File: config.mk
export PLATFORM = sky130hd
export DESIGN_NAME = ls_load_align_flat
export DESIGN_NICKNAME = d
export VERILOG_FILES = /design/src/rtl/ls_pkg.sv /design/src/rtl/ls_ifs.sv /design/src/rtl/ls_load_align.sv /design/src/flat_wrapper.sv
export SDC_FILE = /design/constraint.sdc
export NUM_CORES = 1
export LEC_CHECK = 0
export BUFFER_PORTS_ARGS = -buffer_cell sky130_fd_sc_hd__buf_2
export CAP_MARGIN = 20
export CORE_MARGIN = 8
export CORE_UTILIZATION = 45
export DETAILED_ROUTE_END_ITERATION = 16
export PLACE_DENSITY = 0.85
export SLEW_MARGIN = 20
export SYNTH_ARGS = -nofsm -noshare
export SYNTH_HDL_FRONTEND = slang
export SYNTH_SLANG_ARGS = --single-unit
File: constraint.sdc
create_clock -name clk -period 5.3 [get_ports clk]
set_input_delay 0.53 -clock clk [delete_from_list [all_inputs] [get_ports clk]]
set_output_delay 0.53 -clock clk [all_outputs]
set_load 0.01 [all_outputs]
File: src/rtl/ls_pkg.sv
// Shared types, codes and sizes for the load-store unit
// Each RTL block imports this package where it needs a definition
`default_nettype none

package ls_pkg;

    ////////////////////////////////////////////////////////////////////////////
    // Data path types
    typedef logic [31:0] addr_t;
    typedef logic [31:0] word_t;
    typedef logic [11:0] offset_t;
    typedef logic [3:0]  be_t;
    typedef logic [2:0]  fn3_t;
    typedef logic [3:0]  id_t;
    typedef logic [3:0]  exc_code_t;

    ////////////////////////////////////////////////////////////////////////////
    // Width codes as found in the RISC-V fn3 field
    localparam fn3_t FN3_B  = 3'd0;
    localparam fn3_t FN3_H  = 3'd1;
    localparam fn3_t FN3_W  = 3'd2;
    localparam fn3_t FN3_BU = 3'd4;
    localparam fn3_t FN3_HU = 3'd5;

    // Exception causes as in mcause
    localparam exc_code_t EXC_LOAD_MISALIGNED  = 4'd4;
    localparam exc_code_t EXC_LOAD_FAULT       = 4'd5;
    localparam exc_code_t EXC_STORE_MISALIGNED = 4'd6;
    localparam exc_code_t EXC_STORE_FAULT      = 4'd7;

    typedef enum logic [1:0] {
        OP_LOAD,
        OP_STORE,
        OP_FENCE
    } ls_op_e;

    typedef enum logic [1:0] {
        ST_RUN,
        ST_LOAD_WAIT,
        ST_FENCE_WAIT
    } ctrl_state_e;

    ////////////////////////////////////////////////////////////////////////////
    // Sizes
    // Local memory of 1 KiB
    localparam int MEM_WORDS = 256;
    localparam int MEM_IDX_W = 8;

    localparam int SQ_DEPTH = 4;
    localparam int SQ_PTR_W = 2;

endpackage

`default_nettype wire
File: src/rtl/ls_ifs.sv
// Interfaces used inside the load-store unit
// ls_req_if carries the registered request to its readers
// ls_mem_if is the single port of the local data memory
`default_nettype none

interface ls_req_if;
    import ls_pkg::*;

    logic   valid;
    ls_op_e op;
    addr_t  addr;
    be_t    be;
    word_t  data;
    fn3_t   fn3;
    id_t    id;
    logic   misaligned;
    logic   fault;

    modport src (
        output valid, op, addr, be, data, fn3, id, misaligned, fault
    );

    modport dst (
        input valid, op, addr, be, data, fn3, id, misaligned, fault
    );
endinterface


`default_nettype wire

File: src/rtl/ls_load_align.sv
// Load return path
// Keeps the attributes of the issued load, then picks the byte or half
// out of the memory word and extends it into the writeback register
`default_nettype none

module ls_load_align (
    input  wire logic           clk,
    input  wire logic           rst,
    input  wire logic           load_issue,
    input  wire ls_pkg::word_t  rdata,
    ls_req_if.dst               req,
    output logic                load_inflight,
    output logic                wb_done,
    output ls_pkg::id_t         wb_id,
    output ls_pkg::word_t       wb_data
);
    import ls_pkg::*;

    logic [1:0]  off_q;
    fn3_t        fn3_q;
    id_t         id_q;
    logic [7:0]  byte_sel;
    logic [15:0] half_sel;
    word_t       ext_data;

    // Attributes of the load now at the memory
    always_ff @(posedge clk) begin
        if (load_issue) begin
            off_q <= req.addr[1:0];
            fn3_q <= req.fn3;
            id_q  <= req.id;
        end
    end

    // Accesses are aligned here, a half never straddles the word middle
    assign byte_sel = rdata[{off_q, 3'b000} +: 8];
    assign half_sel = off_q[1] ? rdata[31:16] : rdata[15:0];

    always_comb begin
        case (fn3_q)
            FN3_B:   ext_data = {{24{byte_sel[7]}}, byte_sel};
            FN3_BU:  ext_data = {24'b0, byte_sel};
            FN3_H:   ext_data = {{16{half_sel[15]}}, half_sel};
            FN3_HU:  ext_data = {16'b0, half_sel};
            default: ext_data = rdata;
        endcase
    end

    ////////////////////////////////////////////////////////////////////////////
    // Writeback
    always_ff @(posedge clk) begin
        if (rst) begin
            load_inflight <= 1'b0;
            wb_done       <= 1'b0;
        end else begin
            load_inflight <= load_issue;
            wb_done       <= load_inflight;
        end
    end

    always_ff @(posedge clk) begin
        if (load_inflight) begin
            wb_id   <= id_q;
            wb_data <= ext_data;
        end
    end

endmodule

`default_nettype wire

File: src/flat_wrapper.sv
// flat-port wrapper written by rule: the top's interface ports become plain ports
module ls_load_align_flat import ls_pkg::*;
  (clk, rst, load_issue, rdata, load_inflight, wb_done, wb_id, wb_data, req_valid, req_op, req_addr, req_be, req_data, req_fn3, req_id, req_misaligned, req_fault);
  ls_req_if req_i ();
  input  wire logic clk;
  input  wire logic rst;
  input  wire logic load_issue;
  input  wire ls_pkg::word_t rdata;
  output logic load_inflight;
  output logic wb_done;
  output ls_pkg::id_t wb_id;
  output ls_pkg::word_t wb_data;
  input wire logic [$bits(req_i.valid)-1:0] req_valid;
  input wire logic [$bits(req_i.op)-1:0] req_op;
  input wire logic [$bits(req_i.addr)-1:0] req_addr;
  input wire logic [$bits(req_i.be)-1:0] req_be;
  input wire logic [$bits(req_i.data)-1:0] req_data;
  input wire logic [$bits(req_i.fn3)-1:0] req_fn3;
  input wire logic [$bits(req_i.id)-1:0] req_id;
  input wire logic [$bits(req_i.misaligned)-1:0] req_misaligned;
  input wire logic [$bits(req_i.fault)-1:0] req_fault;
  assign req_i.valid = req_valid;
  assign req_i.op = req_op;
  assign req_i.addr = req_addr;
  assign req_i.be = req_be;
  assign req_i.data = req_data;
  assign req_i.fn3 = req_fn3;
  assign req_i.id = req_id;
  assign req_i.misaligned = req_misaligned;
  assign req_i.fault = req_fault;
  ls_load_align u_core (.clk(clk), .rst(rst), .load_issue(load_issue), .rdata(rdata), .req(req_i), .load_inflight(load_inflight), .wb_done(wb_done), .wb_id(wb_id), .wb_data(wb_data));
endmodule
==> results of run 1 <==
## final cells by class
cell class              instances  share of cell area
flip-flops and latches         47               0.482
well taps                      70              0.0303
inverters                       9              0.0117
multi-input cells             111               0.286
clock inverters                 1              0.0104
repair buffers                 84               0.155
clock buffers                   6              0.0251
## sequential cells by signal, summed over array words and instances (netlist names)
register and count:
u_core.wb_done 1, u_core.wb_data 32, u_core.load_inflight 1, u_core.off_q 2, u_core.id_q 4, u_core.wb_id 4
u_core.fn3_q 3
## through the flow
step | power (W) | util | setup slack (ns) | cells
2_1_floorplan | 0.000550 | - | 3.56 | 181
3_3_place_gp | 0.000593 | 0.543 | 2.92 | 320
3_5_place_dp | 0.000598 | 0.543 | 2.89 | 320
4_1_cts | 0.000839 | 0.564 | 2.88 | 327
5_1_grt | 0.000868 | 0.569 | 2.76 | 328
6_report | 0.000836 | 0.569 | 2.89 | 328
## layout by cell type (no fill, tap or decap)
cell | Yosys | layout
o211ai_1 | 1 | 1
o31ai_1 | 6 | 6
dfxtp_1 | 2 | 2
or3_1 | 1 | 1
bufinv_16 | 0 | 1
mux2_2 | 9 | 9
a221oi_1 | 1 | 1
nand3_1 | 6 | 6
nor2b_1 | 8 | 8
buf_2 | 5 | 81
a21oi_1 | 4 | 4
o21ai_0 | 1 | 1
a221o_1 | 2 | 2
and3b_1 | 2 | 2
nor4b_1 | 1 | 1
mux2i_1 | 3 | 3
nand2_1 | 21 | 21
nand2b_1 | 3 | 3
clkbuf_1 | 5 | 1
o31ai_4 | 1 | 1
o21ba_2 | 1 | 1
a21o_1 | 1 | 1
or2_2 | 1 | 1
a21oi_2 | 1 | 1
edfxtp_1 | 45 | 45
a22oi_1 | 9 | 9
o22ai_1 | 1 | 1
o22a_1 | 1 | 1
buf_16 | 0 | 1
clkbuf_8 | 0 | 5
buf_4 | 0 | 2
a32oi_1 | 3 | 3
or4_1 | 1 | 1
o221ai_1 | 8 | 8
inv_1 | 8 | 8
and3_1 | 2 | 2
o31ai_2 | 9 | 9
nor2_1 | 3 | 3
clkinv_1 | 1 | 1
## final timing paths
kind / start / end / slack [ns] / depth (start not counted)
worst max-delay path: u_core.off_q[1] / u_core.wb_data[24] / 2.89 / 4
worst min-delay path: rst / u_core.load_inflight / 0.41 / 2
worst max register to register: u_core.off_q[1] / u_core.wb_data[24] / 2.89 / 4
worst min register to register: u_core.id_q[2] / u_core.wb_id[2] / 0.42 / 0
## power by group through the flow
stage          clock (W)  sequential (W)  combinational, W
2_1_floorplan          0        0.000462         0.0000882
3_3_place_gp           0        0.000462          0.000132
3_5_place_dp           0        0.000463          0.000135
4_1_cts         0.000248        0.000455          0.000136
5_1_grt         0.000259        0.000454          0.000155
6_report        0.000243        0.000451          0.000142
## metal layers
| metal | global-route usage | share of wire | vias to the layer above |
|---|---|---|---|
| li1 | - | - | 861 |
| met1 | 0.175 | 0.39 | 801 |
| met2 | 0.211 | 0.46 | 101 |
| met3 | 0.0525 | 0.13 | 8 |
| met4 | 0.0507 | 0.015 | 0 |
| met5 | 0 | 0 | - |
## cells by family after synthesis
family,count (synthesis)
simple gates,49
flops,47
compound gates,50
mux,12
buf+inv,23
==> results.yml, run 1 <==
status:
  status: "finished, final reports clean"
power_and_ir_drop:
  seqPwrFrac: 0.539
  p_leak_nw: 1.19
  p_per_area_mw_per_mm2: 290
  p_sw_w: 0.000198
  clkPwrFrac: 0.291
  p_int_w: 0.000638
  ir_drop_v: 0.000165
  combPwrFrac: 0.170
  p_sw_frac: 0.237
floorplan:
  core_mm2: 0.00507
  dieArea_mm2: 0.00776
  row_count: 26
  die_h_um: 88.1
  start_util: 0.461
  die_x_um: 88.1
  io_pins: 153
critical_path:
  crit_chain: "mux2_2 > nor2_1 > buf_4 > o31ai_2"
  cp_num_buf_inv: 1
  path_delay_family: "flip-flops"
  max_stage_delay_ns: 0.83
  required_ns: 5.31
  end_kind: "register"
  arrival_ns: 2.42
  critPathMaxFanout: 22
  crit_type: "register to register"
  slowest_stage: "edfxtp_1"
  start_kind: "register"
layout:
  antenna_cells: 0
  layout-drive-gt1-share: 0.434
  num-fill-cells: 474
  syn2layout_area_growth_pct: 23.4
  multi_input_area_um2: 825
  finalNetCount: 373
  regArea_mm2: 0.00139
  post-route-cell-area_mm2: 0.00289
yosys:
  synth_flop_cell: "edfxtp_1"
  yosysTopAreaCell: "edfxtp_1"
  syn_avg_cell_area_um2: 12.9
  netlist.area_leader.share: 0.578
  syn_nets: 296
  async_reset_ff_frac: 0
  synth_edf_count: 45
  netlist_instances: 181
  synth-xor-area-share: 0
  synth_compound_area_frac: 0.190
  yosys.area_share.simple: 0.106
  synth.cell_area_mm2: 0.00234
  yosysMostFrequentCell: "edfxtp_1"
  synthTopCellsByArea: "edfxtp_1 58%, o31ai_2 4.8%, mux2_2 4.3%"
  synth_cell_types: 38
  synth-seq-cells: 47
  synthAdderAreaFrac: 0
  synth_mux_area_frac: 0.0561
  synth_top_family_by_area: "compound AO/OA/AOI/OAI gates"
  synth_common_cells: "45 x edfxtp_1, 21 x nand2_1, 9 x a22oi_1, 9 x mux2_2, 9 x o31ai_2"
  synth_warnings: 0
  yosysSeqAreaShare: 0.595
clocking:
  clock-sinks: 47
  cts-htree-levels: 2
  clk_path_buf_depth: 2
  tritoncts: "yes"
  post-cts-setup-buffers: 0
  worstSkewPairLatency_ns: 0.29
  clkTransAtPathRegs_ns: 0.07
  cts_buffers: 5
  root_buffer: "clkbuf_8"
  cts-hold-fix-buffers: 0
  cts-resized-gates: 0
placed_design:
  place_congestion: 0.804
  postPlaceCellArea_mm2: 0.00276
  hpwl_um: 4020
  port_buffers: 81
sta:
  worstMarginPinSlew_ns: 1.03
  period_share: 0.455
  rsz0062_at_grt: "false"
  post-route-min-period_ns: 2.41
  max_freq_ghz: 0.414
  hold_ws_ns: 0.405
  finalClockSkew_ns: 0.00904
  maxSlewViolCount: 0
  hold_viol_final: 0
  setup_tns_ns: 0
  max_slew_margin: 0.313
  finalSetupViolCount: 0
route:
  firstDrtPassIters: 7
  routedWlPerCell_um: 16.4
  drtIter0Drc: 105
  vias: 1771
  vias_per_cell: 5.40
  ant_nets: 0
  drt-total-wl_um: 5390
  drc_errors: 0
hold_path:
  min_path_type: "primary input to register"
global_route:
  antenna_found_initial: 0
  grt_usage: 0.139
  grt_pass1_wl_um: 8220
  grt_max_degree: 38
  grt_pass1_vias: 1701
  grt_overflow: 0
flow_run:
  cap_viol_max_count: 0
No activity file was read; power rests on OpenSTA's default activity.
==> run 2, diff against run 1 <==
Settings changed: CORE_UTILIZATION 45 to 38, PLACE_DENSITY 0.85 to 0.76.
Clock period 5.3 ns to 2.07 ns, I/O delays scaled along.
==> results.yml, run 2 (synthesis gave the netlist of run 1 again) <==
status:
  status: "finished, final reports clean"
floorplan:
  io_pins: 153
  start_util: 0.395
  core_mm2: 0.00592
  die_x_um: 94.5
  dieArea_mm2: 0.00892
  row_count: 28
  die_h_um: 94.5
clocking:
  root_buffer: "clkbuf_8"
  tritoncts: "yes"
  cts_buffers: 5
  post-cts-setup-buffers: 0
  cts-resized-gates: 0
  worstSkewPairLatency_ns: 0.29
  cts-hold-fix-buffers: 0
  cts-htree-levels: 2
  clk_path_buf_depth: 2
  clkTransAtPathRegs_ns: 0.08
  clock-sinks: 47
hold_path:
  min_path_type: "primary input to register"
  worstHoldStart: "rst"
  hold_end: "u_core.load_inflight"
  min_path_cells: 2
global_route:
  grt_pass1_vias: 1804
  grt_usage: 0.129
  grt_pass1_wl_um: 9080
  antenna_found_initial: 0
  grt_max_degree: 37
  grt_overflow: 0
critical_path:
  reg2reg_depth: 5
  critPathMaxFanout: 11
  start_kind: "register"
  r2r_slack_ns: 0.23
  arrival_ns: 1.88
  r2r_start: "u_core.off_q[0]"
  r2r_end: "u_core.wb_data[28]"
  end_kind: "register"
  crit_type: "register to register"
  required_ns: 2.10
layout:
  largest_reg_flops: 32
  antenna_cells: 0
  fin_util: 0.503
  largestRegisters: "u_core.wb_data x32, u_core.id_q x4, u_core.wb_id x4"
  finalNetCount: 381
  syn2layout_area_growth_pct: 27.3
  final_cell_mix: "81 x buf_2, 45 x edfxtp_1, 21 x nand2_1"
  final_common_cell: "buf_2"
  layout-drive-gt1-share: 0.457
  regMostFlops: "u_core.wb_data"
placed_design:
  port_buffers: 81
  hpwl_um: 4460
  place_congestion: 0.800
route:
  drtIter0Drc: 139
  routedWlPerCell_um: 17.1
  drc_errors: 0
  firstDrtPassIters: 5
  ant_nets: 0
  drt-total-wl_um: 5840
  vias: 1814
  vias_per_cell: 5.30
sta:
  maxSlewViolCount: 0
  max_freq_ghz: 0.542
  post-route-min-period_ns: 1.84
  period_share: 0.891
  finalClockSkew_ns: 0.00305
  rsz0062_at_grt: "false"
  worstMarginPinSlew_ns: 0.566
  hold_ws_ns: 0.0689
  hold_viol_final: 0
  finalSetupViolCount: 0
  setup_tns_ns: 0
  max_slew_margin: 0.623
power_and_ir_drop:
  p_per_area_mw_per_mm2: 776
  ir_drop_v: 0.000397
  p_leak_nw: 1.23
flow_run:
  cap_viol_max_count: 0
==> run 2: metrics by stage <==
step	area [um2]	setup slack, ns	instances	total power, W
finish	2980	0.225	342	0.00231
global route	2980	0.129	342	0.00241
CTS	2980	0.235	342	0.00233
detailed placement	2850	0.245	334	0.00156
global placement	2850	0.255	334	0.00155
floorplan	2340	0.374	181	0.00141
==> run 2: routing by layer <==
| metal | track usage | vias to the layer above | part of all wire |
|---|---|---|---|
| li1 | - | 873 | - |
| met1 | 0.156 | 847 | 0.41 |
| met2 | 0.211 | 86 | 0.46 |
| met3 | 0.0508 | 8 | 0.11 |
| met4 | 0.0351 | 0 | 0.010 |
| met5 | 0 | - | 0 |
==> run 2: critical path, cell delays in order (launching register included) <==
cell and delay (ns):
edfxtp_1 0.47, buf_4 0.22, or3_1 0.36, a21oi_2 0.16, buf_4 0.25, o31ai_1 0.12
==> run 2: power by group <==
part / leakage (nW) / switching, W / internal [W]
Combinational: 0.716 / 0.000224 / 0.000176
Clock: 0.0654 / 0.000291 / 0.000482
Sequential: 0.454 / 0.0000216 / 0.00112
==> run 2: worst max path at each step <==
stage                                from            endpoint  slack, ns  cells after the start
after global placement    u_core.off_q[0]  u_core.wb_data[28]       0.26                      5
after global routing      u_core.off_q[0]  u_core.wb_data[28]       0.13                      5
after floorplan           u_core.fn3_q[0]  u_core.wb_data[16]       0.37                      4
after CTS                 u_core.off_q[0]  u_core.wb_data[23]       0.24                      4
after detailed placement  u_core.off_q[0]  u_core.wb_data[28]       0.25                      5
final                     u_core.off_q[0]  u_core.wb_data[28]       0.23                      5
==> run 2: final cells by class <==
type | instances | area, um2
fill | 567 | 2940
sequential | 47 | 1390
multi-input combinational | 111 | 825
timing repair buffer | 92 | 500
tap | 75 | 93.8
clock buffer | 6 | 72.6
clock inverter | 2 | 60.1
inverter | 9 | 33.8
==> run 3, diff against run 2 <==
Settings changed: RECOVER_POWER set to 25.
==> results.yml, run 3 (synthesis gave the netlist of run 1 again) <==
power_and_ir_drop:
  p_leak_nw: 1.23
  ir_drop_v: 0.000397
  p_per_area_mw_per_mm2: 776
sta:
  finalClockSkew_ns: 0.00323
  max_freq_ghz: 0.542
  worstMarginPinSlew_ns: 0.618
  max_slew_margin: 0.588
  setup_tns_ns: 0
  finalSetupViolCount: 0
  hold_viol_final: 0
  maxSlewViolCount: 0
  period_share: 0.891
  worst_slack_ns: 0.227
  post-route-min-period_ns: 1.84
  rsz0062_at_grt: "false"
route:
  drtIter0Drc: 139
  firstDrtPassIters: 4
  drc_errors: 0
  routedWlPerCell_um: 17.1
  ant_nets: 0
  drt-total-wl_um: 5850
  vias_per_cell: 5.30
  vias: 1812
critical_path:
  critPathMaxFanout: 11
  start_kind: "register"
  r2r_start: "u_core.off_q[0]"
  required_ns: 2.10
  cp-startpoint: "u_core.off_q[0]"
  crit_type: "register to register"
  arrival_ns: 1.88
  end_kind: "register"
layout:
  regArea_mm2: 0.00139
  finalNetCount: 381
  syn2layout_area_growth_pct: 27.2
  layout-drive-gt1-share: 0.449
  num-fill-cells: 569
  largest_reg_flops: 32
  regMostFlops: "u_core.wb_data"
  final_common_cell: "buf_2"
  antenna_cells: 0
  largestRegisters: "u_core.wb_data x32, u_core.id_q x4, u_core.wb_id x4"
  fin_util: 0.503
  multi_input_area_um2: 825
  final_cell_mix: "80 x buf_2, 45 x edfxtp_1, 21 x nand2_1"
  post-route-cell-area_mm2: 0.00298
floorplan:
  dieArea_mm2: 0.00892
  io_pins: 153
  die_h_um: 94.5
  die_x_um: 94.5
  core_mm2: 0.00592
  start_util: 0.395
  row_count: 28
global_route:
  grt_overflow: 0
  grt_pass1_wl_um: 9080
  antenna_found_initial: 0
  grt_usage: 0.129
  grt_pass1_vias: 1804
  grt_max_degree: 37
clocking:
  clk_path_buf_depth: 2
  clock-sinks: 47
  tritoncts: "yes"
  cts_buffers: 5
  cts-hold-fix-buffers: 0
  worstSkewPairLatency_ns: 0.29
  cts-htree-levels: 2
  post-cts-setup-buffers: 0
  clkTransAtPathRegs_ns: 0.08
  cts-resized-gates: 0
  root_buffer: "clkbuf_8"
status:
  status: "finished, final reports clean"
hold_path:
  min_path_type: "primary input to register"
  worstHoldStart: "rst"
placed_design:
  hpwl_um: 4460
  post-place-ws_ns: 0.245
  postPlaceCellArea_mm2: 0.00285
  place_congestion: 0.800
  port_buffers: 81
flow_run:
  cap_viol_max_count: 0
==> run 3: changes by cell type in the layout (fill, tap and decap cells not counted) <==
| cell | previous run | this run |
|---|---|---|
| dfxtp_2 | 1 | 0 |
| dfxtp_1 | 1 | 2 |
| buf_2 | 81 | 80 |
| clkbuf_1 | 1 | 2 |
==> run 3: per-stage QoR <==
step                      power [W]  std cells  hold WS, ns
final                       0.00231        342       0.0766
after global routing        0.00241        342       0.0689
after CTS                   0.00233        342       0.0604
after detailed placement    0.00156        334        0.376
after global placement      0.00155        334        0.373
after floorplan             0.00141        181        0.279
==> run 3: power by group <==
group / internal, W / switching, W / leakage (nW) / total (W)
Clock: 0.000482 / 0.000290 / 0.0654 / 0.000773
Combinational: 0.000176 / 0.000224 / 0.713 / 0.000399
Sequential: 0.00112 / 0.0000216 / 0.454 / 0.00114
Total: 0.00177 / 0.000536 / 1.23 / 0.00231
==> run 3: critical path, stage by stage, from the launching register on <==
cell and delay [ns]:
edfxtp_1 0.47, buf_4 0.22, or3_1 0.36, a21oi_2 0.16, buf_4 0.25, o31ai_1 0.12
==> run 3: cell type report <==
cell class / count / share of cell area
Clock buffer: 6 / 0.0244
Inverter: 9 / 0.0114
Timing Repair Buffer: 92 / 0.168
Multi-Input combinational cell: 111 / 0.277
Clock inverter: 2 / 0.0202
Tap cell: 75 / 0.0315
Sequential cell: 47 / 0.468
==> run 3: metal layers <==
layer	GRT usage	wire [um]
met2	0.211	2720
met4	0.0351	61
met3	0.0508	633
met1	0.156	2430
met5	0	0
==> run 3: worst paths after layout <==
check | endpoint | slack, ns | depth (start not counted)
hold reg to reg | u_core.wb_id[3] | 0.42 | 0
setup reg to reg | u_core.wb_data[28] | 0.23 | 5
hold / removal | u_core.load_inflight | 0.08 | 2
setup / recovery | u_core.wb_data[28] | 0.23 | 5
