**config.mk**
```make
export PLATFORM = sky130hd
export DESIGN_NAME = ls_sq_ptrs
export DESIGN_NICKNAME = d
export VERILOG_FILES = /design/src/rtl/ls_pkg.sv /design/src/rtl/ls_sq_ptrs.sv
export SDC_FILE = /design/constraint.sdc
export NUM_CORES = 1
export LEC_CHECK = 0
export ABC_AREA = 1
export BUFFER_PORTS_ARGS = -buffer_cell sky130_fd_sc_hd__buf_2
export CAP_MARGIN = 5
export CORE_AREA = 2 2 39 41
export DETAILED_ROUTE_END_ITERATION = 10
export DIE_AREA = 0 0 41 43
export GPL_TIMING_DRIVEN = 1
export PLACE_DENSITY = 0.55
export SYNTH_ARGS = -nofsm -noshare
export SYNTH_HDL_FRONTEND = slang
export SYNTH_SLANG_ARGS = --single-unit
```
**constraint.sdc**
```tcl
create_clock -name clk -period 3.46 [get_ports clk]
set_input_delay 0.173 -clock clk [delete_from_list [all_inputs] [get_ports clk]]
set_output_delay 0.173 -clock clk [all_outputs]
set_load 0.02 [all_outputs]
```
**src/rtl/ls_pkg.sv**
```systemverilog
// Shared types, codes and sizes for the load-store unit
// Each RTL block imports this package where it needs a definition
`default_nettype none

package ls_pkg;

    ////////////////////////////////////////////////////////////////////////////
    // Data path types
    typedef logic [31:0] addr_t;
    typedef logic [31:0] word_t;
    typedef logic [11:0] offset_t;
    typedef logic [3:0]  be_t;
    typedef logic [2:0]  fn3_t;
    typedef logic [3:0]  id_t;
    typedef logic [3:0]  exc_code_t;

    ////////////////////////////////////////////////////////////////////////////
    // Width codes as found in the RISC-V fn3 field
    localparam fn3_t FN3_B  = 3'd0;
    localparam fn3_t FN3_H  = 3'd1;
    localparam fn3_t FN3_W  = 3'd2;
    localparam fn3_t FN3_BU = 3'd4;
    localparam fn3_t FN3_HU = 3'd5;

    // Exception causes as in mcause
    localparam exc_code_t EXC_LOAD_MISALIGNED  = 4'd4;
    localparam exc_code_t EXC_LOAD_FAULT       = 4'd5;
    localparam exc_code_t EXC_STORE_MISALIGNED = 4'd6;
    localparam exc_code_t EXC_STORE_FAULT      = 4'd7;

    typedef enum logic [1:0] {
        OP_LOAD,
        OP_STORE,
        OP_FENCE
    } ls_op_e;

    typedef enum logic [1:0] {
        ST_RUN,
        ST_LOAD_WAIT,
        ST_FENCE_WAIT
    } ctrl_state_e;

    ////////////////////////////////////////////////////////////////////////////
    // Sizes
    // Local memory of 1 KiB
    localparam int MEM_WORDS = 256;
    localparam int MEM_IDX_W = 8;

    localparam int SQ_DEPTH = 4;
    localparam int SQ_PTR_W = 2;

endpackage

`default_nettype wire
```
**src/rtl/ls_sq_ptrs.sv**
```systemverilog
// Store queue bookkeeping
// Read and write pointers plus an occupancy count
`default_nettype none

module ls_sq_ptrs (
    input  wire logic                        clk,
    input  wire logic                        rst,
    input  wire logic                        sq_push,
    input  wire logic                        sq_pop,
    output logic [ls_pkg::SQ_PTR_W-1:0]      wr_ptr,
    output logic [ls_pkg::SQ_PTR_W-1:0]      rd_ptr,
    output logic                             sq_full,
    output logic                             sq_empty
);
    import ls_pkg::*;

    // Extra bit so all SQ_DEPTH entries can be counted
    logic [SQ_PTR_W:0] count;

    always_ff @(posedge clk) begin
        if (rst) begin
            wr_ptr <= '0;
            rd_ptr <= '0;
            count  <= '0;
        end else begin
            if (sq_push) begin
                wr_ptr <= wr_ptr + 1'b1;
            end
            if (sq_pop) begin
                rd_ptr <= rd_ptr + 1'b1;
            end
            case ({sq_push, sq_pop})
                2'b10:   count <= count + 1'b1;
                2'b01:   count <= count - 1'b1;
                default: count <= count;
            endcase
        end
    end

    assign sq_empty = (count == '0);
    assign sq_full  = (count >= (SQ_PTR_W + 1)'(SQ_DEPTH - 1));

endmodule

`default_nettype wire

```
==> results.sh, run 1 <==
export IMPL_worstPathMaxFanout=4
export IMPL_rsz0062_at_grt="false"
export IMPL_vias=288
export IMPL_numCtsBuffers=3
export IMPL_relSlewSlack=0.894
export IMPL_startpoint="count[0]"
export IMPL_syn_mean_instance_area_um2=7.84
export IMPL_hold_depth=2
export IMPL_reg2regPathDepth=8
export IMPL_synth_top_area_share=0.436
export IMPL_endpoint_kind="register"
export IMPL_initial_core_util=0.232
export IMPL_cts_sinks=7
export IMPL_fmax_ghz=0.786
export IMPL_async_reset_ff_frac=0
export IMPL_worstPathRequired_ns=3.60
export IMPL_fin_nets=61
export IMPL_synth_largest_area_cell="dfxtp_1"
export IMPL_netlist_instances=41
export IMPL_p_per_area_mw_per_mm2=518
export IMPL_grt_antenna_before_repair=0
export IMPL_post_cts_resized=0
export IMPL_clk_pin_slew_worst_paths_ns=0.05
export IMPL_synth_most_common_cell="dfxtp_1"
export IMPL_worst_setup_path_start_kind="register"
export IMPL_viasPerCell=4.11
export IMPL_syn_nets=47
export IMPL_synth_edf_count=0
export IMPL_hold_path_class="in2reg"
export IMPL_tns_ns=0
export IMPL_grt_total_usage=0.0965
export IMPL_ys_warn_count=0
export IMPL_io_buffer_count=9
export IMPL_period_needed_ns=1.27
export IMPL_leakagePower_nw=0.209
export IMPL_grt_pass1_wl_um=1100
export IMPL_final_hold_viol_count=0
export IMPL_drive_above_1_share=0.315
export IMPL_cts_buffer_depth=2
export IMPL_diodes=0
export IMPL_peakVddDrop_uv=194
export IMPL_first_global_vias=298
export IMPL_wire_per_inst_um=8.57
export IMPL_dieWidth_um=41
export IMPL_finClkSkew_ns=0.000833
export IMPL_synth_seq_area_share=0.436
export IMPL_fp_dieH_um=43
export IMPL_setup_violations=0
export IMPL_yosys_top_cells_count="dfxtp_1 (7), inv_1 (5), nand2_1 (5), a21oi_1 (4), inv_2 (4)"
export IMPL_netlist_cell_type_count=15
export IMPL_grt_overflow=0
export IMPL_core_mm2=0.00138
export IMPL_fin_crit_sh=0.368
export IMPL_num_rows=14
export IMPL_ios=10
export IMPL_tightest_slew_ns=0.158
export IMPL_first_iter_violations=2
export IMPL_crit_type="reg2reg"
export IMPL_outcome="finished clean"
export IMPL_synth_seq_cells=7
export IMPL_final_util=0.298
export IMPL_syn_area_um2=322
export IMPL_ctsHoldBuffers=0
export IMPL_area_growth_pct=28.4
export IMPL_hpwl_um=498
export IMPL_max_cap_violations=0
export IMPL_firstDrtPassIters=2
export IMPL_antenna_left=0
export IMPL_cts_tree="yes"
export IMPL_hp_start="rst"
export IMPL_r2r_start="count[0]"
export IMPL_cts_htree_levels=1
export IMPL_yosys_top_cells_area="dfxtp_1 (44%), a21oi_1 (6.2%), fa_1 (6.2%)"
export IMPL_clock_root_buffer="clkbuf_4"
export IMPL_place_congestion=0.606
export IMPL_die_area_mm2=0.00176
export IMPL_post_cts_buffers=0
export IMPL_dominantRegCellSynth="dfxtp_1"
export IMPL_arrival_ns=1.41
export IMPL_insertion_delay_ns=0.24
export IMPL_slew_viol_final=0
export IMPL_drc_errors=0
export IMPL_drt_total_wl_um=600
export IMPL_grt_start_max_net_pins=6
-- stage by stage --
stage / power [mW] / worst slack, ns / hold slack (ns) / cells / cell area, µm²
final: 0.214 / 2.19 / 0.126 / 70 / 413
after global routing: 0.231 / 2.03 / 0.132 / 70 / 413
after CTS: 0.218 / 2.17 / 0.120 / 70 / 413
after detailed placement: 0.147 / 2.05 / 0.379 / 66 / 387
after global placement: 0.146 / 2.07 / 0.379 / 66 / 387
after floorplan: 0.131 / 2.25 / 0.245 / 41 / 322
-- worst max-delay path, cell delays in order, from the launching register on --
cell and delay, ns:
dfxtp_1 0.34, inv_2 0.06, fa_1 0.45, inv_1 0.07, nand2_1 0.06, nand3_1 0.07, nand2_1 0.05, inv_1 0.04
nor2_1 0.04
-- metal layers --
layer | global-route usage | up-vias | wire length (µm)
li1 | - | 156 | -
met1 | 0.103 | 124 | 255
met2 | 0.131 | 6 | 302
met3 | 0.0209 | 2 | 23
met4 | 0.120 | 0 | 19
met5 | 0 | - | 0
-- path summary, 6_finish.rpt --
kind,end,slack [ns]
worst max-delay path,count[2],2.19
worst min register to register,rd_ptr[0],0.48
worst min-delay path,rd_ptr[1],0.13
worst max register to register,count[2],2.19
-- placed cells by master (no fill, tap or decap), drive strengths merged --
cell type,count
clkbuf,4
fa,1
o21ai,5
nand2,6
nand3,1
xor2,2
ha,1
inv,9
nor3,1
nand4,1
a21oi,4
dfxtp,7
nor2,3
buf,9
-- flip-flops by register name (all words and copies together), names as in the netlist --
name    flops
rd_ptr      2
count       3
wr_ptr      2
-- layout make-up --
| type | count | area (µm²) |
|---|---|---|
| fillers | 167 | 971 |
| flip-flops and latches | 7 | 140 |
| multi-input cells | 25 | 148 |
| repair buffers | 9 | 45.0 |
| inverters | 9 | 33.8 |
| well taps | 16 | 20.0 |
| clock buffers | 4 | 26.3 |
-- cells by family (layout without fill, tap and decap cells) --
group,count (synthesis),in the layout,synth area share
compound gates,9,9,0.140
simple gates,12,12,0.163
xor+xnor,2,2,0.0545
fa+ha+maj,2,2,0.101
flops,7,7,0.436
buf+inv,9,22,0.105
-- where the power goes --
part	switching, mW	internal [mW]
Sequential	0.00577	0.0889
Clock	0.0258	0.0437
Combinational	0.0312	0.0184
Note: power is estimated with default switching activity, not from simulation.
==> run 2: changes to the inputs <==
--- a/config.mk
+++ b/config.mk
@@ -5,14 +5,14 @@
 export SDC_FILE = /design/constraint.sdc
 export NUM_CORES = 1
 export LEC_CHECK = 0
-export ABC_AREA = 1
+export ABC_AREA = 0
 export BUFFER_PORTS_ARGS = -buffer_cell sky130_fd_sc_hd__buf_2
 export CAP_MARGIN = 5
 export CORE_AREA = 2 2 39 41
 export DETAILED_ROUTE_END_ITERATION = 10
 export DIE_AREA = 0 0 41 43
 export GPL_TIMING_DRIVEN = 1
-export PLACE_DENSITY = 0.55
+export PLACE_DENSITY = 0.54
 export SYNTH_ARGS = -nofsm -noshare
 export SYNTH_HDL_FRONTEND = slang
 export SYNTH_SLANG_ARGS = --single-unit
==> constraint.sdc (replaced) <==
create_clock -name clk -period 1.3 [get_ports clk]
set_input_delay 0.065 -clock clk [delete_from_list [all_inputs] [get_ports clk]]
set_output_delay 0.065 -clock clk [all_outputs]
set_load 0.02 [all_outputs]
==> results.sh, run 2 <==
export IMPL_outcome="complete, but fails checks"
export IMPL_violations="setup timing"
export IMPL_max_cap_violations=0
export IMPL_grt_start_max_net_pins=8
export IMPL_slew_viol_final=0
export IMPL_hpwl_um=434
export IMPL_dpl_worst_slack_ns=-0.167
export IMPL_hold_path_class="in2reg"
export IMPL_synth_top_family_by_area="XOR/XNOR gates"
export IMPL_place_congestion=0.667
export IMPL_wire_per_inst_um=8.24
export IMPL_regMostFlops="count"
export IMPL_largest_reg_flops=3
export IMPL_grt_overflow=0
export IMPL_ctsHoldBuffers=0
export IMPL_cts_htree_levels=1
export IMPL_nFillCells=153
export IMPL_post_cts_resized=0
export IMPL_drc_errors=0
export IMPL_dp_cells=64
export IMPL_firstDrtPassIters=4
export IMPL_first_global_vias=244
export IMPL_grt_total_usage=0.0887
export IMPL_synth_adder_area_share=0.106
export IMPL_p_total_mw=0.629
export IMPL_r2r_end="count[2]"
export IMPL_stdcell_count=68
export IMPL_dieWidth_um=41
export IMPL_cts_sinks=7
export IMPL_arrival_ns=1.53
export IMPL_netlist_instances=34
export IMPL_synth_seq_area_share=0.455
export IMPL_area_growth_pct=43.5
export IMPL_fin_area_um2=442
export IMPL_num_rows=14
export IMPL_setup_violations=1
export IMPL_syn_area_um2=308
export IMPL_async_reset_ff_frac=0
export IMPL_diodes=0
export IMPL_synth_largest_area_cell="dfxtp_1"
export IMPL_multi_input_area_um2=155
export IMPL_core_mm2=0.00138
export IMPL_regArea_um2=143
export IMPL_insertion_delay_ns=0.25
export IMPL_holdWs_ns=0.0709
export IMPL_min_to="count[0]"
export IMPL_io_buffer_count=9
export IMPL_ios=10
export IMPL_yosys_top_cells_area="dfxtp_1 (46%), xor2_1 (11%), nor2_1 (8.5%)"
export IMPL_finClkSkew_ns=0.000184
export IMPL_worstPathRequired_ns=1.48
export IMPL_r2r_start="count[1]"
export IMPL_reg2regPathDepth=5
export IMPL_dominantRegCellSynth="dfxtp_1"
export IMPL_rsz0062_at_grt="true"
export IMPL_final_hold_viol_count=0
export IMPL_first_iter_violations=1
export IMPL_synth_seq_cells=7
export IMPL_clk_pin_slew_worst_paths_ns=0.05
export IMPL_p_per_area_mw_per_mm2=1420
export IMPL_rrSetupSlack_ns=-0.05
export IMPL_crit_type="reg2reg"
export IMPL_antenna_left=0
export IMPL_ys_warn_count=0
export IMPL_syn_mean_instance_area_um2=9.05
export IMPL_worst_setup_path_start_kind="register"
export IMPL_synth_top_area_share=0.455
export IMPL_fin_nets=59
export IMPL_muxShareOfSynthArea=0
export IMPL_synth_edf_count=0
export IMPL_grt_antenna_before_repair=0
export IMPL_cts_buffer_depth=2
export IMPL_period_needed_ns=1.35
export IMPL_final_common_cell="buf_2"
export IMPL_place_area_um2=415
export IMPL_grt_pass1_wl_um=966
export IMPL_fp_dieH_um=43
export IMPL_yosys_top_cells_count="dfxtp_1 (7), nor2_1 (7), inv_1 (4), xor2_1 (4)"
export IMPL_tightest_slew_ns=0.165
export IMPL_final_util=0.319
export IMPL_synth_xor_area_frac=0.171
export IMPL_initial_core_util=0.222
export IMPL_relSlewSlack=0.890
export IMPL_hold_depth=2
export IMPL_endpoint_kind="register"
export IMPL_fin_crit_sh=1.04
export IMPL_top_regs="count: 3 flops, rd_ptr: 2 flops, wr_ptr: 2 flops"
export IMPL_syn_nets=40
export IMPL_netlist_cell_type_count=13
export IMPL_cts_tree="yes"
export IMPL_synthSimpleGateAreaFrac=0.146
export IMPL_vias=261
export IMPL_post_cts_buffers=0
export IMPL_fmax_ghz=0.738
export IMPL_drive_above_1_share=0.423
export IMPL_clock_root_buffer="clkbuf_4"
export IMPL_peakVddDrop_uv=501
export IMPL_hp_start="rst"
export IMPL_drt_total_wl_um=560
export IMPL_layout_setup_ws_ns=-0.0547
export IMPL_synth_compound_area_frac=0.0732
export IMPL_tns_ns=-0.0547
export IMPL_worstPathMaxFanout=2
export IMPL_final_cell_mix="buf_2 (9), nor2_1 (7), dfxtp_1 (5), buf_4 (5), xor2_1 (4)"
export IMPL_viasPerCell=3.84
export IMPL_numCtsBuffers=3
export IMPL_die_area_mm2=0.00176
export IMPL_leakagePower_nw=0.216
run 2: changes by cell type after synthesis, moves of 2 or more:
cell	previous run	this run
inv_2	4	0
nor2_1	3	7
nand2_1	5	2
o21ai_1	3	0
a21oi_1	4	2
xnor2_1	0	2
xor2_1	2	4
run 2: worst max-delay path: stages (launching register included):
cell and delay (ns):
dfxtp_2 0.33, inv_2 0.04, fa_2 0.34, xor2_1 0.15, or3_1 0.30, a21oi_1 0.13
run 2: routing by layer:
layer | track usage | share of wire
met1 | 0.104 | 0.49
met2 | 0.109 | 0.46
met3 | 0.0628 | 0.050
met4 | 0.0600 | 0
met5 | 0 | 0
run 2: worst max-delay path by stage:
stage / cells after the start / start / slack [ns] / to
3_5_place_dp: 8 / sq_push / -0.17 / count[2]
5_1_grt: 5 / count[1] / -0.13 / count[2]
2_1_floorplan: 5 / count[1] / -0.02 / count[2]
6_report: 5 / count[1] / -0.05 / count[2]
4_1_cts: 5 / count[1] / -0.06 / count[2]
3_3_place_gp: 8 / sq_push / -0.15 / count[2]
run 2: area by class of cell:
| class | count | share of cell area |
|---|---|---|
| inverters | 4 | 0.0340 |
| multi-input cells | 23 | 0.351 |
| flip-flops and latches | 7 | 0.323 |
| repair buffers | 14 | 0.187 |
| well taps | 16 | 0.0453 |
| clock buffers | 4 | 0.0595 |
run 2: cells by family (layout without fill, tap and decap cells):
group,Yosys count,count (layout)
and+or+nand+nor,11,11
DFF,7,7
xor gates and xnor gates,6,6
AOI/OAI and AO/OA,4,4
buffers and inverters,4,22
adders and majority gates,2,2
run 2: where the power goes:
part | leakage (nW) | switching [mW] | internal, mW
clock network | 0.0150 | 0.0787 | 0.117
registers | 0.0584 | 0.0174 | 0.243
logic | 0.143 | 0.0942 | 0.0786
total | 0.216 | 0.190 | 0.438
==> run 3: changes to the inputs <==
--- a/config.mk
+++ b/config.mk
@@ -5,14 +5,14 @@
 export SDC_FILE = /design/constraint.sdc
 export NUM_CORES = 1
 export LEC_CHECK = 0
-export ABC_AREA = 0
+export ABC_AREA = 1
 export BUFFER_PORTS_ARGS = -buffer_cell sky130_fd_sc_hd__buf_2
 export CAP_MARGIN = 5
 export CORE_AREA = 2 2 39 41
 export DETAILED_ROUTE_END_ITERATION = 10
 export DIE_AREA = 0 0 41 43
-export GPL_TIMING_DRIVEN = 1
-export PLACE_DENSITY = 0.54
+export GPL_TIMING_DRIVEN = 0
+export PLACE_DENSITY = 0.55
 export SYNTH_ARGS = -nofsm -noshare
 export SYNTH_HDL_FRONTEND = slang
 export SYNTH_SLANG_ARGS = --single-unit
==> results.sh, run 3 (same netlist as run 1, synthesis figures left out) <==
export IMPL_p_per_area_mw_per_mm2=1370
export IMPL_wire_per_inst_um=8.56
export IMPL_grt_use_met2=0.131
export IMPL_insertion_delay_ns=0.24
export IMPL_cts_sinks=7
export IMPL_io_buffer_count=9
export IMPL_p_total_mw=0.574
export IMPL_first_iter_violations=2
export IMPL_ios=10
export IMPL_post_cts_buffers=0
export IMPL_final_common_cell="buf_2"
export IMPL_fp_dieH_um=43
export IMPL_clock_root_buffer="clkbuf_4"
export IMPL_cts_htree_levels=1
export IMPL_nFillCells=165
export IMPL_drc_errors=0
export IMPL_worst_setup_path_start_kind="register"
export IMPL_dpl_worst_slack_ns=-0.00426
export IMPL_initial_core_util=0.232
export IMPL_grt_pass1_wl_um=1100
export IMPL_tightest_slew_ns=0.158
export IMPL_layout_setup_ws_ns=0.129
export IMPL_max_cap_violations=0
export IMPL_die_area_mm2=0.00176
export IMPL_drive_above_1_share=0.407
export IMPL_crit_chain="inv_1 -> fa_2 -> nand2_2 -> nand3_1 -> nand2_1 -> inv_1 -> nor2_1"
export IMPL_post_cts_resized=0
export IMPL_grt_total_usage=0.0965
export IMPL_antenna_left=0
export IMPL_finClkSkew_ns=0.000946
export IMPL_area_growth_pct=30.7
export IMPL_place_congestion=0.606
export IMPL_viasPerCell=4.13
export IMPL_cpMaxStageDelayCell="fa_2"
export IMPL_peakVddDrop_uv=518
export IMPL_met3_usage=0.0209
export IMPL_cp_num_buf_inv=2
export IMPL_cts_tree="yes"
export IMPL_vias=289
export IMPL_largest_reg_flops=3
export IMPL_regArea_um2=143
export IMPL_p_comb_frac=0.236
export IMPL_gr_usage_met1=0.103
export IMPL_setup_violations=0
export IMPL_hold_path_class="in2reg"
export IMPL_crit_family="adder cells"
export IMPL_grt_start_max_net_pins=6
export IMPL_fin_nets=61
export IMPL_top_regs="count: 3 flops, rd_ptr: 2 flops, wr_ptr: 2 flops"
export IMPL_crit_type="reg2reg"
export IMPL_final_hold_viol_count=0
export IMPL_arrival_ns=1.35
export IMPL_first_global_vias=298
export IMPL_clk_pin_slew_worst_paths_ns=0.05
export IMPL_rsz0062_at_grt="false"
export IMPL_num_rows=14
export IMPL_numCtsBuffers=3
export IMPL_worstPathRequired_ns=1.48
export IMPL_fin_crit_sh=0.901
export IMPL_leakagePower_nw=0.208
export IMPL_worstPathMaxFanout=3
export IMPL_diodes=0
export IMPL_p_seq_frac=0.442
export IMPL_hpwl_um=498
export IMPL_period_needed_ns=1.17
export IMPL_swShare=0.294
export IMPL_fmax_ghz=0.854
export IMPL_p_int_mw=0.406
export IMPL_ctsHoldBuffers=0
export IMPL_drt_total_wl_um=599
export IMPL_regMostFlops="count"
export IMPL_grt_antenna_before_repair=0
export IMPL_pwr_share_clk=0.322
export IMPL_final_cell_mix="buf_2 (9), inv_2 (5), dfxtp_1 (5)"
export IMPL_grt_busiest_layer="met2"
export IMPL_critPathMaxStageDelay_ns=0.38
export IMPL_endpoint_kind="register"
export IMPL_dieWidth_um=41
export IMPL_multi_input_area_um2=153
export IMPL_grt_overflow=0
export IMPL_crit_top_cell="inv_1"
export IMPL_outcome="finished clean"
export IMPL_relSlewSlack=0.894
export IMPL_p_sw_mw=0.169
export IMPL_core_mm2=0.00138
export IMPL_firstDrtPassIters=2
export IMPL_slew_viol_final=0
export IMPL_cts_buffer_depth=2
run 3: changes by cell type in the layout (fill, tap and decap cells not counted), moves of 2 or more:
cell and delta:
nand2_1 +2, buf_4 -5, nor2_1 -4, a21oi_1 +2, inv_1 +2, o21ai_1 +3, inv_2 +3, xor2_1 -2
xnor2_1 -2, nand2_2 +2
run 3: layout make-up:
cell class / count / share of cell area
Clock buffer: 4 / 0.0625
Inverter: 9 / 0.0804
Multi-Input combinational cell: 25 / 0.363
Sequential cell: 7 / 0.339
Tap cell: 16 / 0.0476
Timing Repair Buffer: 9 / 0.107
run 3: worst register-to-register path, stage by stage, from the launching register on:
cell and delay [ns]:
dfxtp_2 0.33, inv_1 0.07, fa_2 0.38, nand2_2 0.09, nand3_1 0.07, nand2_1 0.06, inv_1 0.03, nor2_1 0.09
run 3: through the flow:
| step | hold slack [ns] | util | cells | TNS [ns] | instance area, µm² |
|---|---|---|---|---|---|
| after detailed placement | 0.271 | 0.279 | 66 | -0.00426 | 387 |
| after global routing | 0.0238 | 0.304 | 70 | 0 | 420 |
| after global placement | 0.271 | 0.279 | 66 | 0 | 387 |
| after CTS | 0.0118 | 0.298 | 70 | 0 | 413 |
| final | 0.0184 | 0.304 | 70 | 0 | 420 |
| after floorplan | 0.137 | - | 41 | 0 | 322 |
run 3: worst paths after layout:
check	start	to	slack, ns	cells past startpoint
hold reg to reg	rd_ptr[0]	rd_ptr[0]	0.48	1
setup reg to reg	count[1]	count[2]	0.13	7
hold / removal	rst	rd_ptr[1]	0.02	2
setup / recovery	count[1]	count[2]	0.13	7
run 3: metal layers:
layer / part of all wire / up-vias
li1: - / 156
met1: 0.42 / 125
met2: 0.51 / 6
met3: 0.038 / 2
met4: 0.032 / 0
met5: 0 / -
run 3: power by group through the flow:
stage	Clock, mW	Sequential [mW]	Combinational [mW]
final	0.185	0.254	0.136
after global routing	0.208	0.257	0.156
after CTS	0.195	0.253	0.134
after detailed placement	0	0.256	0.134
after global placement	0	0.256	0.131
after floorplan	0	0.266	0.0817
